===== src/avl_bus_macros.svh =====
`ifndef AVL_BUS_MACROS_SVH
`define AVL_BUS_MACROS_SVH

// Bus geometry
`define AVL_MASTER_NUM 4
`define AVL_ADDR_W     32
`define AVL_DATA_W     32
`define AVL_BURST_W    4

// Queue sizing, response FIFO may be 0, 2, 4, 8 or 16
`define AVL_SEL_FIFO_DEPTH  8
`define AVL_RESP_FIFO_DEPTH 4

`endif


===== src/avl_bus_pkg.sv =====
`include "avl_bus_macros.svh"

package avl_bus_pkg;

  typedef logic [`AVL_ADDR_W-1:0]              avl_addr_t;
  typedef logic [`AVL_DATA_W-1:0]              avl_data_t;
  typedef logic [`AVL_DATA_W/8-1:0]            avl_be_t;    // One enable per data byte
  typedef logic [`AVL_BURST_W-1:0]             avl_burst_t;
  typedef logic [$clog2(`AVL_MASTER_NUM)-1:0]  avl_sel_t;   // Master index

  // Command channel, master to slave
  typedef struct packed {
    avl_addr_t  address;
    avl_be_t    byte_en;
    logic       read;
    logic       write;
    avl_data_t  write_data;
    logic       begin_burst_transfer;
    avl_burst_t burst_count;
  } avl_cmd_t;

  // Response channel, slave to master
  typedef struct packed {
    avl_data_t read_data;
    logic      read_data_valid;
  } avl_rsp_t;

  typedef enum logic {
    ARB_IDLE,
    ARB_HOLD
  } arb_state_t;

endpackage


===== src/avl_resp_fifo.sv =====
`timescale 1ns/1ns

module avl_resp_fifo #(
  parameter int DEPTH = 4  // 0 turns the FIFO into a plain bypass
) (
  input  logic                   clk,
  input  logic                   arst_n,
  input  logic                   write,
  input  logic                   read,
  input  avl_bus_pkg::avl_data_t write_data,
  output avl_bus_pkg::avl_data_t read_data,
  output logic                   full,
  output logic                   empty,
  output logic                   valid
);
  import avl_bus_pkg::*;

  if (DEPTH == 0) begin : g_bypass
    assign read_data = write_data;
    assign valid     = write;
    assign empty     = 1'b1;
    assign full      = write && !read;  // Beat not taken this cycle, slave must hold it
  end else begin : g_fifo
    localparam int PTR_W = (DEPTH > 1) ? $clog2(DEPTH) : 1;
    localparam int CNT_W = $clog2(DEPTH + 1);

    avl_data_t        mem [DEPTH];
    logic [PTR_W-1:0] wr_ptr;
    logic [PTR_W-1:0] rd_ptr;
    logic [CNT_W-1:0] count;
    logic             pass;
    logic             push;
    logic             pop;

    assign empty     = (count == '0);
    assign full      = (count == CNT_W'(DEPTH));
    assign pass      = empty && write && read;   // Straight through, nothing stored
    assign push      = write && !full && !pass;
    assign pop       = read && !empty;
    assign valid     = !empty || write;
    assign read_data = empty ? write_data : mem[rd_ptr];

    always_ff @(posedge clk) begin
      if (push) begin
        mem[wr_ptr] <= write_data;
      end
    end

    always_ff @(posedge clk or negedge arst_n) begin
      if (!arst_n) begin
        wr_ptr <= '0;
        rd_ptr <= '0;
        count  <= '0;
      end else begin
        if (push) begin
          wr_ptr <= (wr_ptr == PTR_W'(DEPTH - 1)) ? '0 : wr_ptr + 1'b1;
        end
        if (pop) begin
          rd_ptr <= (rd_ptr == PTR_W'(DEPTH - 1)) ? '0 : rd_ptr + 1'b1;
        end
        count <= count + CNT_W'(push) - CNT_W'(pop);
      end
    end
  end

  // A beat refused while full has to be offered again unchanged
  a_no_overflow: assert property (@(posedge clk) disable iff (!arst_n)
    (write && full) |=> (write && $stable(write_data)))
    else $error("Response beat dropped while the response FIFO was full");

endmodule


===== config.mk =====
export PLATFORM = sky130hd
export DESIGN_NAME = avl_resp_fifo
export DESIGN_NICKNAME = d
export VERILOG_FILES = /design/src/avl_bus_pkg.sv /design/src/avl_resp_fifo.sv
export VERILOG_INCLUDE_DIRS = /design/src /design/src/src
export SDC_FILE = /design/constraint.sdc
export NUM_CORES = 1
export LEC_CHECK = 0
export BUFFER_PORTS_ARGS = -buffer_cell sky130_fd_sc_hd__buf_4
export CORE_MARGIN = 2
export CORE_UTILIZATION = 52
export CTS_CLUSTER_SIZE = 16
export DETAILED_ROUTE_END_ITERATION = 8
export PLACE_DENSITY_LB_ADDON = 0.1
export SETUP_SLACK_MARGIN = 0.1
export SYNTH_ARGS = -nofsm -noshare
export SYNTH_HDL_FRONTEND = slang
export SYNTH_SLANG_ARGS = --single-unit

===== constraint.sdc =====
create_clock -name clk -period 1.93 [get_ports clk]
set_input_delay 0.0965 -clock clk [delete_from_list [all_inputs] [get_ports clk]]
set_output_delay 0.0965 -clock clk [all_outputs]
set_load 0.02 [all_outputs]

After elaboration in Yosys (flattened, before gate mapping)
Memory sizes are Yosys's and may differ from the RTL's.
Index checks and enable logic that the tools add are counted.
- flip-flop bits (word level): 7
- memory bits (writable): 128
- input port bits: 36
- output and inout bits: 35
- memories: 1
- memory list (name ; depth ; bits a word ; rd ports ; clocked after memory_dff ; write ports ; line ; text):
    g_fifo.mem ; 4 ; 32 ; 1 ; 0 ; 1 ; avl_resp_fifo.sv:27 ; avl_data_t mem [DEPTH];
- add/sub/neg operators: 4
- equality and inequality tests: 3
- multiplexer cells: 5
- reduce and logical (&&, ||, !) cells: 10
- operators by type and width (cell ; count):
    $mux W32 ; 1
    $logic_and A1 B1 Y1 ; 5
    $add A2 B1 Y2 const B ; 2
    $eq A2 B2 Y1 const B ; 2
    $mux W2 ; 2
    $add A3 B1 Y3 ; 1
    $eq A3 B3 Y1 const B ; 1
    $logic_not A1 Y1 ; 3
    $logic_not A3 Y1 ; 1
    $sub A3 B1 Y3 ; 1
    $mux W1 ; 2
    $logic_or A1 B1 Y1 ; 1

Logic depth before layout (Yosys ltp)
Gate-level depths: netlist (run 1).
- word-level depth: 7
- mapped depth: 9

Least setup slack after synthesis (run 1)
Ideal clock, no wire load.
- kind: register -> register
- from: register g_fifo.count[2]
- to: register g_fifo.count[2]
- setup time: 0.126 ns
- arrival: 1.985 ns
- required time: 1.804 ns
- setup slack: -0.181 ns
- cell stages (with the launch flop): 9
- path buffers: 0
- path through: dfrtp_1 nor3_4 nor2b_1 ha_1 inv_1 ha_1 fa_1 xor2_1 xnor2_1
- elaborated cells on any way between the ends: 12
- classes of those cells: add/sub: 2; eq/ne: 1; reduce/logical: 9
- RTL lines (item ; line ; text):
    start: declaration ; avl_resp_fifo.sv:30 ; logic [CNT_W-1:0] count;
    start signal: assignment ; avl_resp_fifo.sv:61 ; count <= count + CNT_W'(push) - CNT_W'(pop);
    $logic_not A3 Y1 ; avl_resp_fifo.sv:35 ; assign empty = (count == '0);
    $logic_not A1 Y1 ; avl_resp_fifo.sv:39 ; assign pop = read && !empty;
    $logic_and A1 B1 Y1 ; avl_resp_fifo.sv:39 ;
    net g_fifo.pop ; avl_resp_fifo.sv:33 ; logic pop;
    $sub A3 B1 Y3 ; avl_resp_fifo.sv:61 ;
The timed path passes the listed nets, and every way through them passes these cells.
A chain may end at the register's enable or synchronous reset.

Worst setup path in the final report (run 1)
- from: register g_fifo.rd_ptr[0]
- to: output read_data[23]
- cells in the longest elaborated chain, start to end: 2
- ends and longest elaborated chain (item ; line ; text):
    start: declaration ; avl_resp_fifo.sv:29 ; logic [PTR_W-1:0] rd_ptr;
    start signal: assignment ; avl_resp_fifo.sv:59 ; rd_ptr <= (rd_ptr == PTR_W'(DEPTH - 1)) ? '0 : rd_ptr + 1'b1;
    $mem_v2 Z4 W32 ; n/a ;
    $mux W32 ; avl_resp_fifo.sv:41 ; assign read_data = empty ? write_data : mem[rd_ptr];
    end: declaration ; avl_resp_fifo.sv:11 ; output avl_bus_pkg::avl_data_t read_data,
No other way between the ends.

==> results of run 1 <==
[timing repair]
| item | 4_1_cts | 5_1_grt |
|---|---|---|
| resized for setup | 46 | 19 |
| endpoints found under the hold margin | 135 | 0 |
| pin swaps | 4 | 0 |
| hold buffers | 34 | 0 |
| endpoints found under the setup margin | 36 | 137 |
| setup buffers | 12 | 3 |
| gates cloned | 3 | 1 |
[layout make-up]
class,count,area [sq um]
Clock buffer,19,422
Timing Repair Buffer,140,1440
Sequential cell,135,4020
Clock inverter,12,135
Fill cell,637,2630
Inverter,6,22.5
Multi-Input combinational cell,90,1440
Tap cell,136,170
[layer usage]
layer	global-route usage	vias to the layer above	share of wire
li1	-	1298	-
met1	0.275	1498	0.41
met2	0.342	84	0.53
met3	0.0521	15	0.047
met4	0.0881	0	0.013
met5	0	-	0
[cell families after synthesis]
kind of cell	count (synthesis)
AOI/OAI and AO/OA	1
xor gates and xnor gates	2
adders and majority gates	8
buffers and inverters	17
DFF	135
muxes	68
and+or+nand+nor	11
[through the flow]
| step | power, W | setup TNS, ns | utilization | instances |
|---|---|---|---|---|
| 2_1_floorplan | 0.00704 | -0.101 | - | 242 |
| 3_3_place_gp | 0.00855 | 0 | 0.611 | 454 |
| 3_5_place_dp | 0.00862 | -0.0983 | 0.611 | 454 |
| 4_1_cts | 0.0126 | -9.43 | 0.732 | 534 |
| 5_1_grt | 0.0133 | -11.43 | 0.744 | 538 |
| 6_report | 0.0127 | -8.79 | 0.744 | 538 |
[where the power goes]
| group | internal (W) | switching (W) | leakage, nW |
|---|---|---|---|
| Sequential | 0.00387 | 0.000235 | 1.25 |
| Combinational | 0.00310 | 0.00251 | 1.27 |
| Clock | 0.00193 | 0.00110 | 0.269 |
[cells in the mapped netlist]
cell	count
and2_1	4
buf_2	6
buf_6	4
clkbuf_1	1
dfrtp_1	7
edfxtp_1	128
fa_1	1
ha_1	7
inv_1	6
mux2_2	36
mux4_1	4
mux4_2	28
nand2b_1	1
nor2_1	3
nor2b_1	1
nor3_4	1
nor3b_1	1
o31a_1	1
xnor2_1	1
xor2_1	1
[flip-flops by register name (all words and copies together), names as in the netlist]
register,flops
g_fifo.mem,128
g_fifo.count,3
g_fifo.rd_ptr,2
g_fifo.wr_ptr,2
[critical path, delay by kind of cell (launching register included)]
family                 cells  cell delay, ns
buffers and inverters      3            0.40
muxes                      2            0.78
DFF                        1            0.46
[how the worst max path moves through the flow]
stage	startpoint	end	slack, ns	depth (start not counted)
after detailed placement	g_fifo.count[2]	g_fifo.count[2]	-0.1	9
after floorplan	g_fifo.count[0]	g_fifo.count[2]	-0.10	8
after CTS	g_fifo.rd_ptr[0]	read_data[23]	-0.34	5
final	g_fifo.rd_ptr[0]	read_data[23]	-0.33	5
after global placement	g_fifo.count[0]	g_fifo.count[2]	0.04	8
after global routing	g_fifo.rd_ptr[0]	read_data[23]	-0.40	5
==> impl_metrics.csv, run 1 <==
group,metric,value,unit
die,die-area,11400,sq um
synth,postSynthNetCount,286,
worst_setup_path,critPathRequiredTime,1.83,ns
pwr,p_per_area,1670,nW/um^2
layout,syn2layout_area_growth,39.9,%
hold_path,hold_depth,5,
global_route,grt_overflow,0,
hold_path,hold_end,"g_fifo.count[0]",
worst_setup_path,critPathKind,"flip-flop to primary output",
worst_setup_path,cp_slowest_stage_delay,0.50,ns
synth,avgSynthCellArea,22.6,sq um
run,maxCapViolations,0,
hold_path,hold_path_class,"input port to flip-flop",
die,fp.dieH,107,microns
clocking,cts_buffers,17,
die,num_rows,37,
sta,fin_ws,-0.333,ns
routing,wl_per_cell,20.3,microns
sta,drv_slew,0,
synth,netlist_instances,242,
worst_setup_path,crit_chain,"buf_6 > buf_16 > mux4_2 > mux2_2 > buf_6",
sta,hold_violations,0,
routing,vias,2895,
routing,drtAntennaViolNets,0,
worst_setup_path,r2r_slack,-0.23,ns
layout,drive_above_1_share,0.527,
sta,finalSetupViolations,34,
die,core-area,10300,sq um
placement,hpwl,5720,microns
synth,yosysTopAreaCell,"edfxtp_1",
routing,drt-vias-per-instance,5.38,
worst_setup_path,path_max_fanout,7,
worst_setup_path,crit_path_start_kind,"flip-flop",
sta,timing.slew.headroom,0.755,
sta,fin_worst_skew,0.00646,ns
synth,seq_area_frac_synth,0.735,
worst_setup_path,cpMostUsedCell,"buf_6",
die,start_util,0.532,
die,io_pins,71,
sta,fin_crit_sh,1.17,
synth,ys_warn_count,0,
worst_setup_path,reg2reg_to,"g_fifo.count[2]",
clocking,clkTransAtPathRegs,0.06,ns
sta,clock.fmax,0.442,GHz
routing,dr.pass1.iters,4,
global_route,grt_use_total,0.211,
worst_setup_path,slowest_stage,"mux4_2",
worst_setup_path,timing.rr.start,"g_fifo.count[2]",
synth,synth_compound_area_frac,0.00160,
synth,synthSimpleGateAreaFrac,0.0133,
clocking,cts_tree,"yes",
worst_setup_path,cp_data_arrival_time,2.17,ns
layout,fin_nets,434,
clocking,clockBufferDepth,2,
worst_setup_path,reg2reg_depth,10,
placement,gp_congestion,0.751,
pwr,static-leakage-power,2.79,nW
routing,routed_wl,10900,microns
layout,fin_area,7650,sq um
clocking,numClockSinks,135,
routing,drtIter0Drc,127,
placement,place_area,6280,sq um
sta,holdWs,0.241,ns
synth,synthTopCellsByArea,"edfxtp_1 70%, mux4_2 12%, mux2_2 7.4%",
placement,io_buffers,70,
synth,yosysUniqueCellTypes,20,
clocking,h-tree-depth,4,
sta,rsz0062_at_grt,"yes",
layout,final_cell_mix,"128 x edfxtp_1, 61 x buf_4, 34 x dlygate4sd3_1",
hold_path,hold_path.startpoint,"read",
sta,period_needed,2.26,ns
outcome,violations,"setup timing",
synth,yosys.area_share.adder,0.0197,
clocking,cts-root-buf,"clkbuf_8",
layout,diodes,0,
placement,dp_slack,-0.0983,ns
global_route,grt_max_degree,27,
global_route,grt_pass1_vias,3129,
sta,worst_slew_pin_slew,0.366,ns
synth,synth_top_family_by_area,"multiplexers",
synth,synth_mux_area_frac,0.209,
clocking,insertion_delay,0.52,ns
routing,post-route-drc-count,0,
layout,layout_commonest_cell,"edfxtp_1",
synth,synth-xor-area-share,0.00320,
die,fp.dieW,107,microns
outcome,status,"finished, violations left",
global_route,antenna_found_initial,0,
global_route,grt_pass1_wl,17100,microns
synth,netlist_area,5470,sq um
worst_setup_path,cp-end-kind,"primary output",
pwr,peakVddDrop,0.875,mV
synth,yosysTopAreaCellShare,0.703,
synth,postSynthRegisterBits,135,
Note: power is estimated with default switching activity, not from simulation.
==> run 2, diff against run 1 <==
--- a/config.mk
+++ b/config.mk
@@ -7,8 +7,8 @@
 export NUM_CORES = 1
 export LEC_CHECK = 0
 export BUFFER_PORTS_ARGS = -buffer_cell sky130_fd_sc_hd__buf_4
-export CORE_MARGIN = 2
 export CORE_UTILIZATION = 52
+export CTS_BUF_LIST = sky130_fd_sc_hd__clkbuf_8 sky130_fd_sc_hd__clkbuf_16
 export CTS_CLUSTER_SIZE = 16
 export DETAILED_ROUTE_END_ITERATION = 8
 export PLACE_DENSITY_LB_ADDON = 0.1
==> impl_metrics.csv, run 2 (synthesis gave the netlist of run 1 again) <==
group,metric,value,unit
routing,drt-vias-per-instance,5.32,
pwr,p_per_area,1650,nW/um^2
hold_path,hold_depth,4,
sta,clock.fmax,0.449,GHz
worst_setup_path,crit_chain,"buf_12 > buf_4 > mux4_1 > mux2_2 > buf_4",
layout,diodes,0,
routing,vias,2836,
placement,io_buffers,70,
worst_setup_path,cpLargestDelayFamily,"multiplexers",
worst_setup_path,cp_slowest_stage_delay,0.53,ns
die,io_pins,71,
sta,period_needed,2.23,ns
routing,drtIter0Drc,125,
pwr,peakVddDrop,0.912,mV
routing,routed_wl,10200,microns
sta,holdWs,0.0900,ns
pwr,power,0.0124,W
run,maxCapViolations,0,
pwr,static-leakage-power,2.75,nW
layout,final_cell_mix,"128 x edfxtp_1, 59 x buf_4, 34 x dlygate4sd3_1",
global_route,antenna_found_initial,0,
die,num_rows,37,
clocking,numClockSinks,135,
layout,drive_above_1_share,0.521,
worst_setup_path,critPathRequiredTime,1.83,ns
worst_setup_path,critPathKind,"flip-flop to primary output",
layout,largest_reg_flops,128,
clocking,h-tree-depth,4,
worst_setup_path,path_buf_inv,3,
sta,fin_worst_skew,0.00556,ns
worst_setup_path,cp.depth,5,
layout,top_register,"g_fifo.mem",
routing,dr.pass1.iters,4,
global_route,grt_max_degree,33,
outcome,violations,"setup timing",
placement,gp_congestion,0.734,
worst_setup_path,cpMostUsedCell,"buf_4",
layout,reg_top3,"g_fifo.mem: 128 flops, g_fifo.count: 3 flops",
clocking,insertion_delay,0.51,ns
sta,fin_ws,-0.295,ns
layout,layout_commonest_cell,"edfxtp_1",
worst_setup_path,path_max_fanout,9,
outcome,status,"finished, violations left",
placement,dp_slack,-0.0563,ns
worst_setup_path,cp_data_arrival_time,2.13,ns
die,fp.dieH,105,microns
sta,finalSetupViolations,34,
placement,hpwl,5500,microns
sta,fin_crit_sh,1.15,
clocking,clockBufferDepth,2,
sta,worst_slew_pin_slew,0.342,ns
layout,fin_nets,429,
sta,hold_violations,0,
worst_setup_path,cp-end-kind,"primary output",
die,start_util,0.532,
die,fp.dieW,105,microns
global_route,grt_pass1_wl,15500,microns
worst_setup_path,reg2reg_depth,10,
clocking,cts-root-buf,"clkbuf_8",
worst_setup_path,crit_path_start_kind,"flip-flop",
sta,rsz0062_at_grt,"yes",
clocking,cts_buffers,17,
global_route,grt_use_total,0.198,
die,core-area,10300,sq um
worst_setup_path,slowest_stage,"mux4_1",
global_route,grt_pass1_vias,2926,
clocking,cts_tree,"yes",
global_route,grt_overflow,0,
sta,fin_tns_setup,-8.26,ns
routing,wl_per_cell,19.2,microns
sta,timing.slew.headroom,0.771,
die,die-area,10900,sq um
layout,syn2layout_area_growth,38.0,%
routing,drtAntennaViolNets,0,
hold_path,hold_path_class,"input port to flip-flop",
clocking,clkTransAtPathRegs,0.06,ns
sta,drv_slew,0,
routing,post-route-drc-count,0,
## run 2: area by class of cell
| cell class | count | area, sq um |
|---|---|---|
| sequential | 135 | 4020 |
| fill | 621 | 2730 |
| multi-input combinational | 90 | 1420 |
| timing repair buffer | 135 | 1380 |
| clock buffer | 17 | 414 |
| tap | 136 | 170 |
| clock inverter | 14 | 113 |
| inverter | 6 | 22.5 |
## run 2: metal layers
layer  track usage  share of wire  vias to the layer above
met5             0              0                        -
met4        0.0918          0.020                        0
met3        0.0387          0.032                       15
met2         0.318           0.49                       69
met1         0.262           0.45                     1469
li1              -              -                     1283
## run 2: repair_timing
action / CTS / global route
hold endpoints to repair: 135 / 0
buffers inserted: 8 / 6
hold buffers: 34 / 0
pin swaps: 3 / 4
gates resized for setup: 29 / 26
cloned: 1 / 2
setup endpoints to repair: 35 / 36
## run 2: tightest hold or removal path, cell delays in order
cell     delay [ns]
buf_4          0.08
nor2b_4        0.13
buf_4          0.12
mux2_2         0.14
## run 2: worst paths after layout
path | start | end | slack (ns)
worst max register to register | g_fifo.count[0] | g_fifo.count[2] | -0.14
max in group asynchronous | arst_n | g_fifo.rd_ptr[0] | 1.09
worst max-delay path | g_fifo.rd_ptr[0] | read_data[1] | -0.30
min in group asynchronous | arst_n | g_fifo.count[0] | 0.56
worst min-delay path | read | g_fifo.rd_ptr[1] | 0.09
worst min register to register | g_fifo.wr_ptr[1] | g_fifo.wr_ptr[1] | 0.58
## run 2: metrics by stage
stage | area [sq um] | util | cells
floorplan | 5480 | - | 242
global placement | 6300 | 0.613 | 452
detailed placement | 6300 | 0.613 | 452
CTS | 7370 | 0.717 | 526
global route | 7540 | 0.734 | 533
finish | 7540 | 0.734 | 533
## run 2: power breakdown
part           internal (W)  switching (W)  total, W
clock network       0.00168        0.00117   0.00285
logic               0.00305        0.00245   0.00550
registers           0.00387       0.000187   0.00406
total               0.00861        0.00381    0.0124
