**config.mk**
```make
export PLATFORM = sky130hd
export DESIGN_NAME = avl_sync_fifo
export DESIGN_NICKNAME = d
export VERILOG_FILES = /design/src/avl_sync_fifo.sv
export SDC_FILE = /design/constraint.sdc
export NUM_CORES = 1
export LEC_CHECK = 0
export BUFFER_PORTS_ARGS = -buffer_cell sky130_fd_sc_hd__buf_2
export CORE_MARGIN = 2
export CORE_UTILIZATION = 45
export DETAILED_ROUTE_END_ITERATION = 10
export RECOVER_POWER = 100
export SLEW_MARGIN = 5
export SYNTH_ARGS = -nofsm -noshare
export SYNTH_HDL_FRONTEND = slang
export SYNTH_SLANG_ARGS = --single-unit
```
**constraint.sdc**
```tcl
create_clock -name clk -period 2.5 [get_ports clk]
set_input_delay 0.25 -clock clk [delete_from_list [all_inputs] [get_ports clk]]
set_output_delay 0.25 -clock clk [all_outputs]
set_load 0.05 [all_outputs]
```
**src/avl_sync_fifo.sv**
```systemverilog
`timescale 1ns/1ns

module avl_sync_fifo #(
  parameter int DEPTH = 8,
  parameter int WIDTH = 8
) (
  input  logic             clk,
  input  logic             arst_n,
  input  logic             write,
  input  logic             read,
  input  logic [WIDTH-1:0] write_data,
  output logic [WIDTH-1:0] read_data,
  output logic             full,
  output logic             empty
);
  localparam int PTR_W = (DEPTH > 1) ? $clog2(DEPTH) : 1;
  localparam int CNT_W = $clog2(DEPTH + 1);

  logic [WIDTH-1:0] mem [DEPTH];
  logic [PTR_W-1:0] wr_ptr;
  logic [PTR_W-1:0] rd_ptr;
  logic [CNT_W-1:0] count;
  logic             push;
  logic             pop;

  assign push      = write && !full;
  assign pop       = read && !empty;
  assign full      = (count == CNT_W'(DEPTH));
  assign empty     = (count == '0);
  assign read_data = mem[rd_ptr];  // Head is always on the output

  always_ff @(posedge clk) begin
    if (push) begin
      mem[wr_ptr] <= write_data;
    end
  end

  always_ff @(posedge clk or negedge arst_n) begin
    if (!arst_n) begin
      wr_ptr <= '0;
      rd_ptr <= '0;
      count  <= '0;
    end else begin
      if (push) begin
        wr_ptr <= (wr_ptr == PTR_W'(DEPTH - 1)) ? '0 : wr_ptr + 1'b1;
      end
      if (pop) begin
        rd_ptr <= (rd_ptr == PTR_W'(DEPTH - 1)) ? '0 : rd_ptr + 1'b1;
      end
      count <= count + CNT_W'(push) - CNT_W'(pop);
    end
  end

  a_no_overflow: assert property (@(posedge clk) disable iff (!arst_n) !(write && full))
    else $error("Write into a full FIFO");
  a_no_underflow: assert property (@(posedge clk) disable iff (!arst_n) !(read && empty))
    else $error("Read from an empty FIFO");

endmodule

```
* Yosys cells after proc, flatten, opt, wreduce, memory -nomap -nowiden
Memory sizes are Yosys's and may differ from the RTL's.
Cells that the tools add are included.
** Cells by class
- Equality and inequality tests :: 3
- Reductions and logical operators :: 5
- Muxes and demuxes :: 4
- Add/subtract/negate cells :: 4
** Operators by type and width (number)
- $add 3x1->3 const B :: 2
- $eq 3x3->1 const B :: 2
- $mux 3 :: 2
- $add 4x1->4 :: 1
- $eq 4x4->1 const B :: 1
- $logic_not 4->1 :: 1
- $sub 4x1->4 :: 1
- $logic_and 1x1->1 :: 2
- $logic_not 1->1 :: 2
- $mux 1 :: 2
** Storage, ports and cells
- Input port bits :: 12
- Memories :: 1
- Word-level logic and storage cells :: 20
- Register bits :: 10
- RAM bits :: 64
** Memories
- mem :: depth 8, bits a word 8, read ports 1, clocked after Yosys merged registers in 0, wr ports 1, line 19 : logic [WIDTH-1:0] mem [DEPTH];

* Depth between registers and ports, before layout
Gate-level depths: netlist of run 1.
- Depth after elaboration :: 5
- Depth in mapped cells :: 11
- Depth with buffers taken out :: 11

* Worst setup path after synthesis of run 1
Ideal clock, no wire load.
- Kind :: reg-to-reg
- Start :: register count[2]
- End :: register count[2]
- Cell stages (with the launch flop) :: 12
- Slack :: -699 ps
- Path buffers :: 0
- Library setup time :: 123 ps
- Arrival :: 3077 ps
- Cells stage by stage :: dfrtp_1 inv_1 ha_1 nor3b_1 nand2b_1 inv_1 ha_1 inv_1 ha_1 inv_1 fa_1 xnor2_1
** On the way
- Elaborated cells between the ends (all ways) :: 8
** RTL lines
- start: declaration :: line 22 : logic [CNT_W-1:0] count;
- start signal: assignment :: line 50 : count <= count + CNT_W'(push) - CNT_W'(pop);
- $logic_not 4->1 :: line 29 : assign empty = (count == '0);
- via empty :: line 14 : output logic empty
- $logic_not 1->1 :: line 27 : assign pop = read && !empty;
- $logic_and 1x1->1 :: line 27
- via pop :: line 24 : logic pop;
- $sub 4x1->4 :: line 50
The timed path passes the listed nets, and every way through them passes these cells.
A chain may end at the register's enable or synchronous reset.

* Final worst setup path of run 1
- Start :: register rd_ptr[2]
- End :: output read_data[4]
** On the way
- Longest elaborated chain between the ends :: 1
** Ends and longest elaborated chain
- start: declaration :: line 21 : logic [PTR_W-1:0] rd_ptr;
- start signal: assignment :: line 48 : rd_ptr <= (rd_ptr == PTR_W'(DEPTH - 1)) ? '0 : rd_ptr + 1'b1;
- $mem_v2 8x8
- end: declaration :: line 12 : output logic [WIDTH-1:0] read_data,
No other way between the ends.

==> results of run 1 <==
-- logic make-up after synthesis --
logic type | Yosys count
compound gates | 2
fa+ha+maj | 11
buf+inv | 14
xor+xnor | 2
flops | 74
mux | 30
simple gates | 19
-- power by group --
group | switching, W | internal, W | total (W)
clock network | 0.000416 | 0.000351 | 0.000767
logic | 0.000963 | 0.000754 | 0.00172
registers | 0.000217 | 0.00160 | 0.00181
total | 0.00160 | 0.00270 | 0.00430
-- routing by layer --
metal | routed length [um] | GRT usage, % | up-vias
met1 | 2306 | 19.90 | 748
met2 | 2817 | 26.65 | 31
met3 | 195 | 3.886 | 9
li1 | - | - | 681
met5 | 0 | 0 | -
met4 | 115 | 8.523 | 0
-- worst paths after layout --
check | slack (ns) | end | depth (start not counted)
worst max-delay path | 0.15 | read_data[4] | 3
worst min-delay path | 0.26 | mem[3][3]$_DFFE_PP_ | 1
worst max register to register | 0.15 | count[2]$_DFF_PN0_ | 11
worst min register to register | 0.61 | count[0]$_DFF_PN0_ | 1
max in group asynchronous | 1.72 | rd_ptr[0]$_DFFE_PN0P_ | 2
min in group asynchronous | 0.41 | wr_ptr[0]$_DFFE_PN0P_ | 2
-- layout by cell type, fill, tap and decap left out --
cell           Yosys  layout
a21o_1             1       1
a21oi_1            1       1
buf_2              1       2
buf_4              0       2
clkbuf_1           1      16
clkbuf_2           0      13
clkbuf_8           0       9
clkinv_1           0       1
clkinv_2           0       3
clkinvlp_4         0       2
dfrtp_1           10      10
dlygate4sd3_1      0       1
edfxtp_1          64      64
fa_1               1       1
ha_1              10      10
inv_1              9       9
mux2_2             6       6
mux2_4             8       8
mux4_1             8       8
mux4_2             8       8
nand2_1            1       2
nand2b_1           3       3
nand3_1            1       1
nor2_1             5       5
nor2b_1            1       1
nor3_1             4       4
nor3b_4            0       1
nor4_1             1       1
or3b_2             1       1
xnor2_1            1       1
xor2_1             1       1
-- stage by stage --
stage               hold slack (ns)  area [um2]  util [%]  total power (W)  worst slack (ns)
floorplan                  -0.04559        3115         -         0.003218           0.02592
global placement             0.1192        3359     50.00         0.003532            0.2673
detailed placement           0.1241        3359     50.00         0.003618            0.1683
CTS                          0.1671        3531     52.55         0.004378            0.1164
global route                 0.2603        3487     51.90         0.004550          0.009188
finish                       0.2607        3487     51.90         0.004298            0.1483
-- state kept, by name, summed over array words and instances (netlist names) --
| signal | cells |
|---|---|
| count | 4 |
| wr_ptr | 3 |
| rd_ptr | 3 |
| mem | 64 |
-- area by class of cell --
type                       instances  area (um2)  share of cell area [%]
sequential                        74        2172                   62.29
multi-input combinational         64       863.3                   24.76
timing repair buffer              33       156.4                   4.485
clock buffer                      10       127.6                   3.660
tap                               80       100.1                   2.870
clock inverter                     6       33.78                  0.9688
inverter                           9       33.78                  0.9688
-- Yosys cell counts, drive strengths merged --
cell type   n  share of area, %
nor3        4              0.64
nor2        5              0.60
dfrtp      10               8.1
nor4        1              0.20
xnor2       1              0.28
nand3       1              0.16
a21o        1              0.24
buf         4               1.3
mux2       14               6.0
edfxtp     64                62
nand2       2              0.32
clkbuf      1              0.12
nand2b      3              0.60
fa          1              0.64
or3b        1              0.28
nor2b       1              0.20
xor2        1              0.28
inv         9               1.1
a21oi       1              0.16
mux4       16                13
nor3b       1              0.24
ha         10               4.0
==> out/results.tsv, run 1 <==
metric	value	unit
yosys.area_share.adder	4.676	%
insertion_delay	0.34	ns
nFillCells	546	
drtPass1Iterations	4	
cts_resized	0	
dieArea	7579	um2
drt-total-wl	5.434	mm
io_buffers	21	
grt_overflow	0	
clk_pin_slew	0.07	ns
ys_types	28	
die_w	87.06	um
cts_buffers	9	
timing.final.crit_share	94.07	%
critPathLaunchType	register	
finalCriticalPeriod	2.352	ns
path_max_fanout	18	
p_per_area	1232	nW/um2
htree_levels	3	
finalClockSkew	0.004282	ns
grt_pass1_wl	8.500	mm
start_util	46.20	%
r2r_start	count[2]$_DFF_PN0_	
path_cells	mux4_1 > mux2_4 > clkbuf_2	
first_global_vias	1610	
core_area	6719	um2
diodes	0	
drc_errors	0	
end_kind	primary output	
synth_compound_area_share	0.4031	%
cts_tree	done	
post-dp-hpwl	3.502	mm
avgSynthCellArea	20.42	um2
synth-simple-area-share	3.265	%
synth_xor_area_share	0.5643	%
dr_total_vias	1469	
rows	30	
pin_count	22	
syn_nets	175	
place.gp.congestion	0.7314	
slew_headroom	34.91	%
synth_area	3104	um2
synth_cells	152	
worst_pin_slew	0.9689	ns
wire_per_inst	19.69	um
setup_viol	0	
worstPathRequired	2.25	ns
status	complete, no violations	
clock_path_buffers	2	
muxShareOfSynthArea	18.62	%
leakagePower	1.284	nW
antenna_left	0	
maxCapViolCount	0	
cts-root-buf	clkbuf_8	
slowest_stage	dfrtp_1	
drt_iter0_drc	77	
synth-seq-cells	74	
critPathBufInv	1	
yosys_warnings	0	
max_freq	425.2	MHz
crit_family	flip-flops	
hold_path_class	in2reg	
drv_slew	0	
fin_cells	276	
nets	214	
die_h	87.06	um
drt-vias-per-instance	5.322	
cts.sink_count	74	
grt_max_degree	19	
setup.worst_path.start	rd_ptr[2]$_DFFE_PN0P_	
hold_viol_final	0	
ir_drop	0.0005599	V
postCtsHoldBufs	1	
grt_use_total	16.21	%
min_from	write_data[3]	
yosysSeqAreaShare	69.97	%
synth_top_family_by_area	multiplexers	
rsz0062_at_grt	no	
drive_above_1_share	28.06	%
worstSetupPathType	reg2out	
place_inst	259	
cpPeakStageDelay	0.82	ns
cts_setup_buffers	0	
flow.area_growth_from_synthesis	12.33	%
antenna_found_initial	0	
finalSetupTns	0	ns
arrival	2.10	ns
(Power assumes the default switching activity.)
==> run 2, diff against run 1 <==
- PLACE_DENSITY: unset -> 0.65
==> run 2 against run 1 <==
  * Clock skew rose by 0.0018 ns
  * Critical path depth rose by 1
  * Non-clock buffer count fell by 1
  * Total power rose by 7.6%
  * Critical endpoint is now read_data[2]
  * Largest power group unchanged
==> out/results.tsv, run 2 (same netlist as run 1, synthesis figures left out) <==
metric	value	unit	change
die_w	87.06	um	unchanged
wire_per_inst	18.50	um	-6.0%
drt-total-wl	5.088	mm	-6.4%
worstPathRequired	2.25	ns	about the same
slew_headroom	50.24	%	+15 points
worstSetupPathType	reg2out		
path_cells	buf_4 > mux4_1 > mux2_4 > clkbuf_2		
hold_viol_final	0		unchanged
rsz0062_at_grt	no		
htree_levels	3		unchanged
place_inst	258		-0.39%
final_common_cell	edfxtp_1		
p_per_area	1297	nW/um2	+5.2%
worst_pin_slew	0.7463	ns	-0.2225 ns
first_global_vias	1506		-6.5%
die_h	87.06	um	unchanged
grt_overflow	0		unchanged
seqCellArea	2172	um2	unchanged
ir_drop	0.0005416	V	-3.3%
nFillCells	528		-3.3%
flow.area_growth_from_synthesis	14.83	%	
largest_reg_flops	64		unchanged
dr_wl_met3	241	um	+24%
end_kind	primary output		
drt_iter0_drc	88		+14%
fin_cells	275		-0.36%
antenna_found_initial	0		unchanged
dr_wl_met2	2.605	mm	-7.5%
grt_max_degree	20		+1
maxCapViolCount	0		unchanged
drc_errors	0		unchanged
arrival	2.09	ns	about the same
drv_slew	0		unchanged
top_layer	met4		
drive_above_1_share	28.21	%	+0.14 points
cts-root-buf	clkbuf_8		
wl_met1	2.142	mm	-7.1%
cts_buffers	9		unchanged
clk_pin_slew	0.08	ns	about the same
insertion_delay	0.35	ns	about the same
critPathLaunchType	register		
drt-vias-per-instance	5.382		+1.1%
cts.sink_count	74		unchanged
io_buffers	21		unchanged
antenna_left	0		unchanged
start_util	46.20	%	unchanged
setup_viol	0		unchanged
nets	213		-0.47%
dieArea	7579	um2	unchanged
timing.final.crit_share	93.74	%	-0.33 points
pin_count	22		unchanged
cts_tree	done		
slowest_stage	mux4_1		
multi_input_area	863.3	um2	unchanged
top_regs	mem: 64 flops, count: 4 flops		
grt_use_total	15.78	%	-0.44 points
final_cell_mix	edfxtp_1 (64), clkbuf_1 (16), ha_1 (10), dfrtp_1 (10), clkbuf_2 (10)		
diodes	0		unchanged
max_freq	426.7	MHz	+0.35%
hold_path_class	in2reg		
cpPeakStageDelay	0.60	ns	-0.22 ns
grt_pass1_wl	8.204	mm	-3.5%
finalSetupTns	0	ns	unchanged
critPathBufInv	2		+1
core_area	6719	um2	unchanged
leakagePower	1.317	nW	+2.5%
dr_total_vias	1480		+0.75%
clock_path_buffers	2		unchanged
post-route-util	53.05	%	+1.2 points
place.gp.congestion	0.6779		-7.3%
rows	30		unchanged
crit_family	multiplexers		
post-dp-hpwl	3.250	mm	-7.2%
path_max_fanout	19		+1
cts_resized	0		unchanged
rrSetupSlack	0.20	ns	+0.05 ns
drtPass1Iterations	5		+1
finalCriticalPeriod	2.344	ns	-0.008140 ns
status	complete, no violations		
finalClockSkew	0.006047	ns	+0.001765 ns
largest_register	mem		
-- run 2: layer usage --
layer  vias to the layer above  GRT usage, %
met5                         -             0
met4                         0         7.244
met2                        31         24.91
met3                         8         5.118
li1                        681             -
met1                       760         19.88
-- run 2: final timing paths --
path / endpoint / startpoint / cells after the start
max: read_data[2] / rd_ptr[0]$_DFFE_PN0P_ / 4
min: mem[0][7]$_DFFE_PP_ / write_data[7] / 1
max reg2reg: count[1]$_DFF_PN0_ / count[2]$_DFF_PN0_ / 10
min reg2reg: count[0]$_DFF_PN0_ / count[0]$_DFF_PN0_ / 1
max in group asynchronous: rd_ptr[2]$_DFFE_PN0P_ / arst_n / 2
min in group asynchronous: count[3]$_DFF_PN0_ / arst_n / 2
-- run 2: where the power goes --
part,internal [W],switching [W]
combinational,0.000739,0.000941
sequential,0.00160,0.000216
clock,0.000673,0.000460
-- run 2: repair_timing --
action / CTS / global route
buffers inserted: 0 / 0
endpoints found under the setup margin: 0 / 0
hold endpoints to repair: 10 / 0
hold buffers: 1 / 0
-- run 2: cell type report --
cell class                 instances  area share, %
sequential                        74          60.93
multi-input combinational         64          24.22
timing repair buffer              32          4.142
clock buffer                       9          3.475
clock inverter                     7          3.475
tap                               80          2.808
inverter                           9         0.9477
-- run 2: per-stage QoR --
stage               cell area, um2  hold WS [ns]  total power, W  setup slack (ns)
global placement              3352        0.1134        0.003509            0.2802
global route                  3565        0.2538        0.004906           0.01568
floorplan                     3115      -0.04559        0.003218           0.02592
detailed placement            3352        0.1250        0.003580            0.2161
CTS                           3610        0.1537        0.004709           0.09577
finish                        3565        0.2497        0.004624            0.1564
==> run 3, diff against run 2 <==
- CORE_UTILIZATION: 45 -> 35
- PLACE_DENSITY: 0.65 -> 0.54
==> run 3 against run 2 <==
  * Non-clock buffer count up 2
  * Critical path depth fell by 1
  * Cell area shrank 1.4%
  * Worst setup slack got worse by 0.027 ns
  * Core utilization is 13 points lower
  * First-iteration DRC count down 19%
  * Sequential share of layout area grew 0.87 points
  * Sequential cell count unchanged
  * Total power is 7.8% lower
  * Critical endpoint is now read_data[5]
  * Sequential power is essentially flat
  * Fmax is 1.2% lower
==> out/results.tsv, run 3 (same netlist as run 1, synthesis figures left out) <==
metric	value	unit	change
cts_resized	0		unchanged
hold_viol_final	0		unchanged
dr_total_vias	1472		-0.54%
p_per_area	1213	nW/um2	-6.5%
critPathBufInv	1		-1
cts_buffers	9		unchanged
diodes	0		unchanged
drv_slew	0		unchanged
largest_register	mem		
drc_errors	0		unchanged
clk_pin_slew	0.07	ns	about the same
first_global_vias	1634		+8.5%
cpPeakStageDelay	0.86	ns	+0.26 ns
die_w	98.18	um	+13%
final_cell_mix	edfxtp_1 (64), clkbuf_1 (20), ha_1 (10), dfrtp_1 (10)		
worstPathRequired	2.25	ns	about the same
antenna_found_initial	0		unchanged
insertion_delay	0.34	ns	about the same
critPathLaunchType	register		
drt-vias-per-instance	4.826		-10%
grt_max_degree	19		-5.0%
maxCapViolCount	0		unchanged
finalCriticalPeriod	2.371	ns	+0.02730 ns
holdPathStages	1		unchanged
dieArea	9638	um2	+27%
finalClockSkew	0.01242	ns	+0.006371 ns
die_h	98.18	um	+13%
post-dp-hpwl	3.627	mm	+12%
finalSetupTns	0	ns	unchanged
cts-root-buf	clkbuf_8		
ir_drop	0.0004659	V	-14%
drt-total-wl	5.470	mm	+7.5%
hold_path_class	in2reg		
htree_levels	3		unchanged
grt_overflow	0		unchanged
cp.depth	3		-1
pin_count	22		unchanged
p_total	0.004262	W	-7.8%
post-route-util	40.50	%	-13 points
nFillCells	793		+50%
flow.area_growth_from_synthesis	13.22	%	
grt_use_total	12.64	%	-3.1 points
clock_path_buffers	2		unchanged
rr_worst_depth	10		unchanged
status	complete, no violations		
largest_reg_flops	64		unchanged
end_kind	primary output		
arrival	2.12	ns	+0.03 ns
path_max_fanout	18		-1
max_freq	421.8	MHz	-1.2%
drive_above_1_share	25.89	%	-2.3 points
drt_iter0_drc	71		-19%
slew_headroom	47.06	%	-3.2 points
timing.final.crit_share	94.83	%	+1.1 points
final_common_cell	edfxtp_1		
place.gp.congestion	0.7364		+8.6%
io_buffers	21		unchanged
setup_viol	0		unchanged
nets	215		+0.94%
drtPass1Iterations	7		+2
slowest_stage	dfrtp_1		
path_cells	mux4_1 > mux2_4 > clkbuf_2		
worstSetupPathType	reg2out		
crit_family	flip-flops		
cts.sink_count	74		unchanged
antenna_left	0		unchanged
top_regs	mem: 64 flops, count: 4 flops		
rsz0062_at_grt	no		
worst_pin_slew	0.7942	ns	+0.04781 ns
wire_per_inst	17.93	um	-3.1%
grt_pass1_wl	8.818	mm	+7.5%
cts_tree	done		
rows	34		+13%
start_util	35.77	%	-10 points
core_area	8678	um2	+29%
leakagePower	1.277	nW	-3.0%
run 3: cell count changes in the layout (fill, tap and decap cells not counted), sizes merged:
cell      before  now
clkinv         0    5
clkinvlp       1    0
bufinv         3    0
buf            5    9
inv           12    9
run 3: final timing paths:
kind,start,end,slack [ns]
max,rd_ptr[2]$_DFFE_PN0P_,read_data[5],0.13
min,write_data[6],mem[5][6]$_DFFE_PP_,0.25
min in group asynchronous,arst_n,count[3]$_DFF_PN0_,0.41
max reg2reg,count[2]$_DFF_PN0_,count[2]$_DFF_PN0_,0.16
max in group asynchronous,arst_n,rd_ptr[1]$_DFFE_PN0P_,1.69
min reg2reg,rd_ptr[0]$_DFFE_PN0P_,rd_ptr[0]$_DFFE_PN0P_,0.52
run 3: what timing repair did:
item                                    4_1_cts  5_1_grt
buffers inserted                              0        0
endpoints found under the setup margin        0        0
hold buffers                                  1        0
hold endpoints to repair                     10        0
run 3: area by class of cell:
type	instances	area [um2]	area share, %
clock buffer	11	131.4	3.738
clock inverter	5	21.27	0.6052
inverter	9	33.78	0.9612
multi-input combinational	64	865.8	24.64
sequential	74	2172	61.80
tap	108	135.1	3.845
timing repair buffer	34	155.1	4.414
run 3: worst register-to-register path, cell delays in order, from the launching register on:
cell and delay [ns]:
dfrtp_1 0.37, inv_1 0.11, ha_1 0.15, or3b_2 0.48, nand2_2 0.10, ha_1 0.22
inv_1 0.06, ha_1 0.17, inv_1 0.06, fa_1 0.37, xnor2_1 0.14
run 3: metrics by stage:
stage	hold WS [ns]	cells	setup WS, ns	cell area (um2)
after floorplan	-0.04559	152	0.02592	3115
after global placement	0.1168	288	0.2792	3402
after detailed placement	0.1316	288	0.1846	3402
after CTS	0.1597	305	0.07889	3565
after global routing	0.2521	305	0.001815	3515
final	0.2516	305	0.1291	3515
run 3: report_power, final:
part	switching, W	leakage, nW	internal, W
Clock	0.000398	0.0796	0.000347
Sequential	0.000228	0.698	0.00160
Combinational	0.000947	0.499	0.000745
run 3: layer usage:
layer	GRT usage [%]	part of all wire, %	vias to the layer above
li1	-	-	684
met1	14.16	43	756
met2	21.97	51	24
met3	4.152	3.7	8
met4	5.690	1.6	0
met5	0	0	-
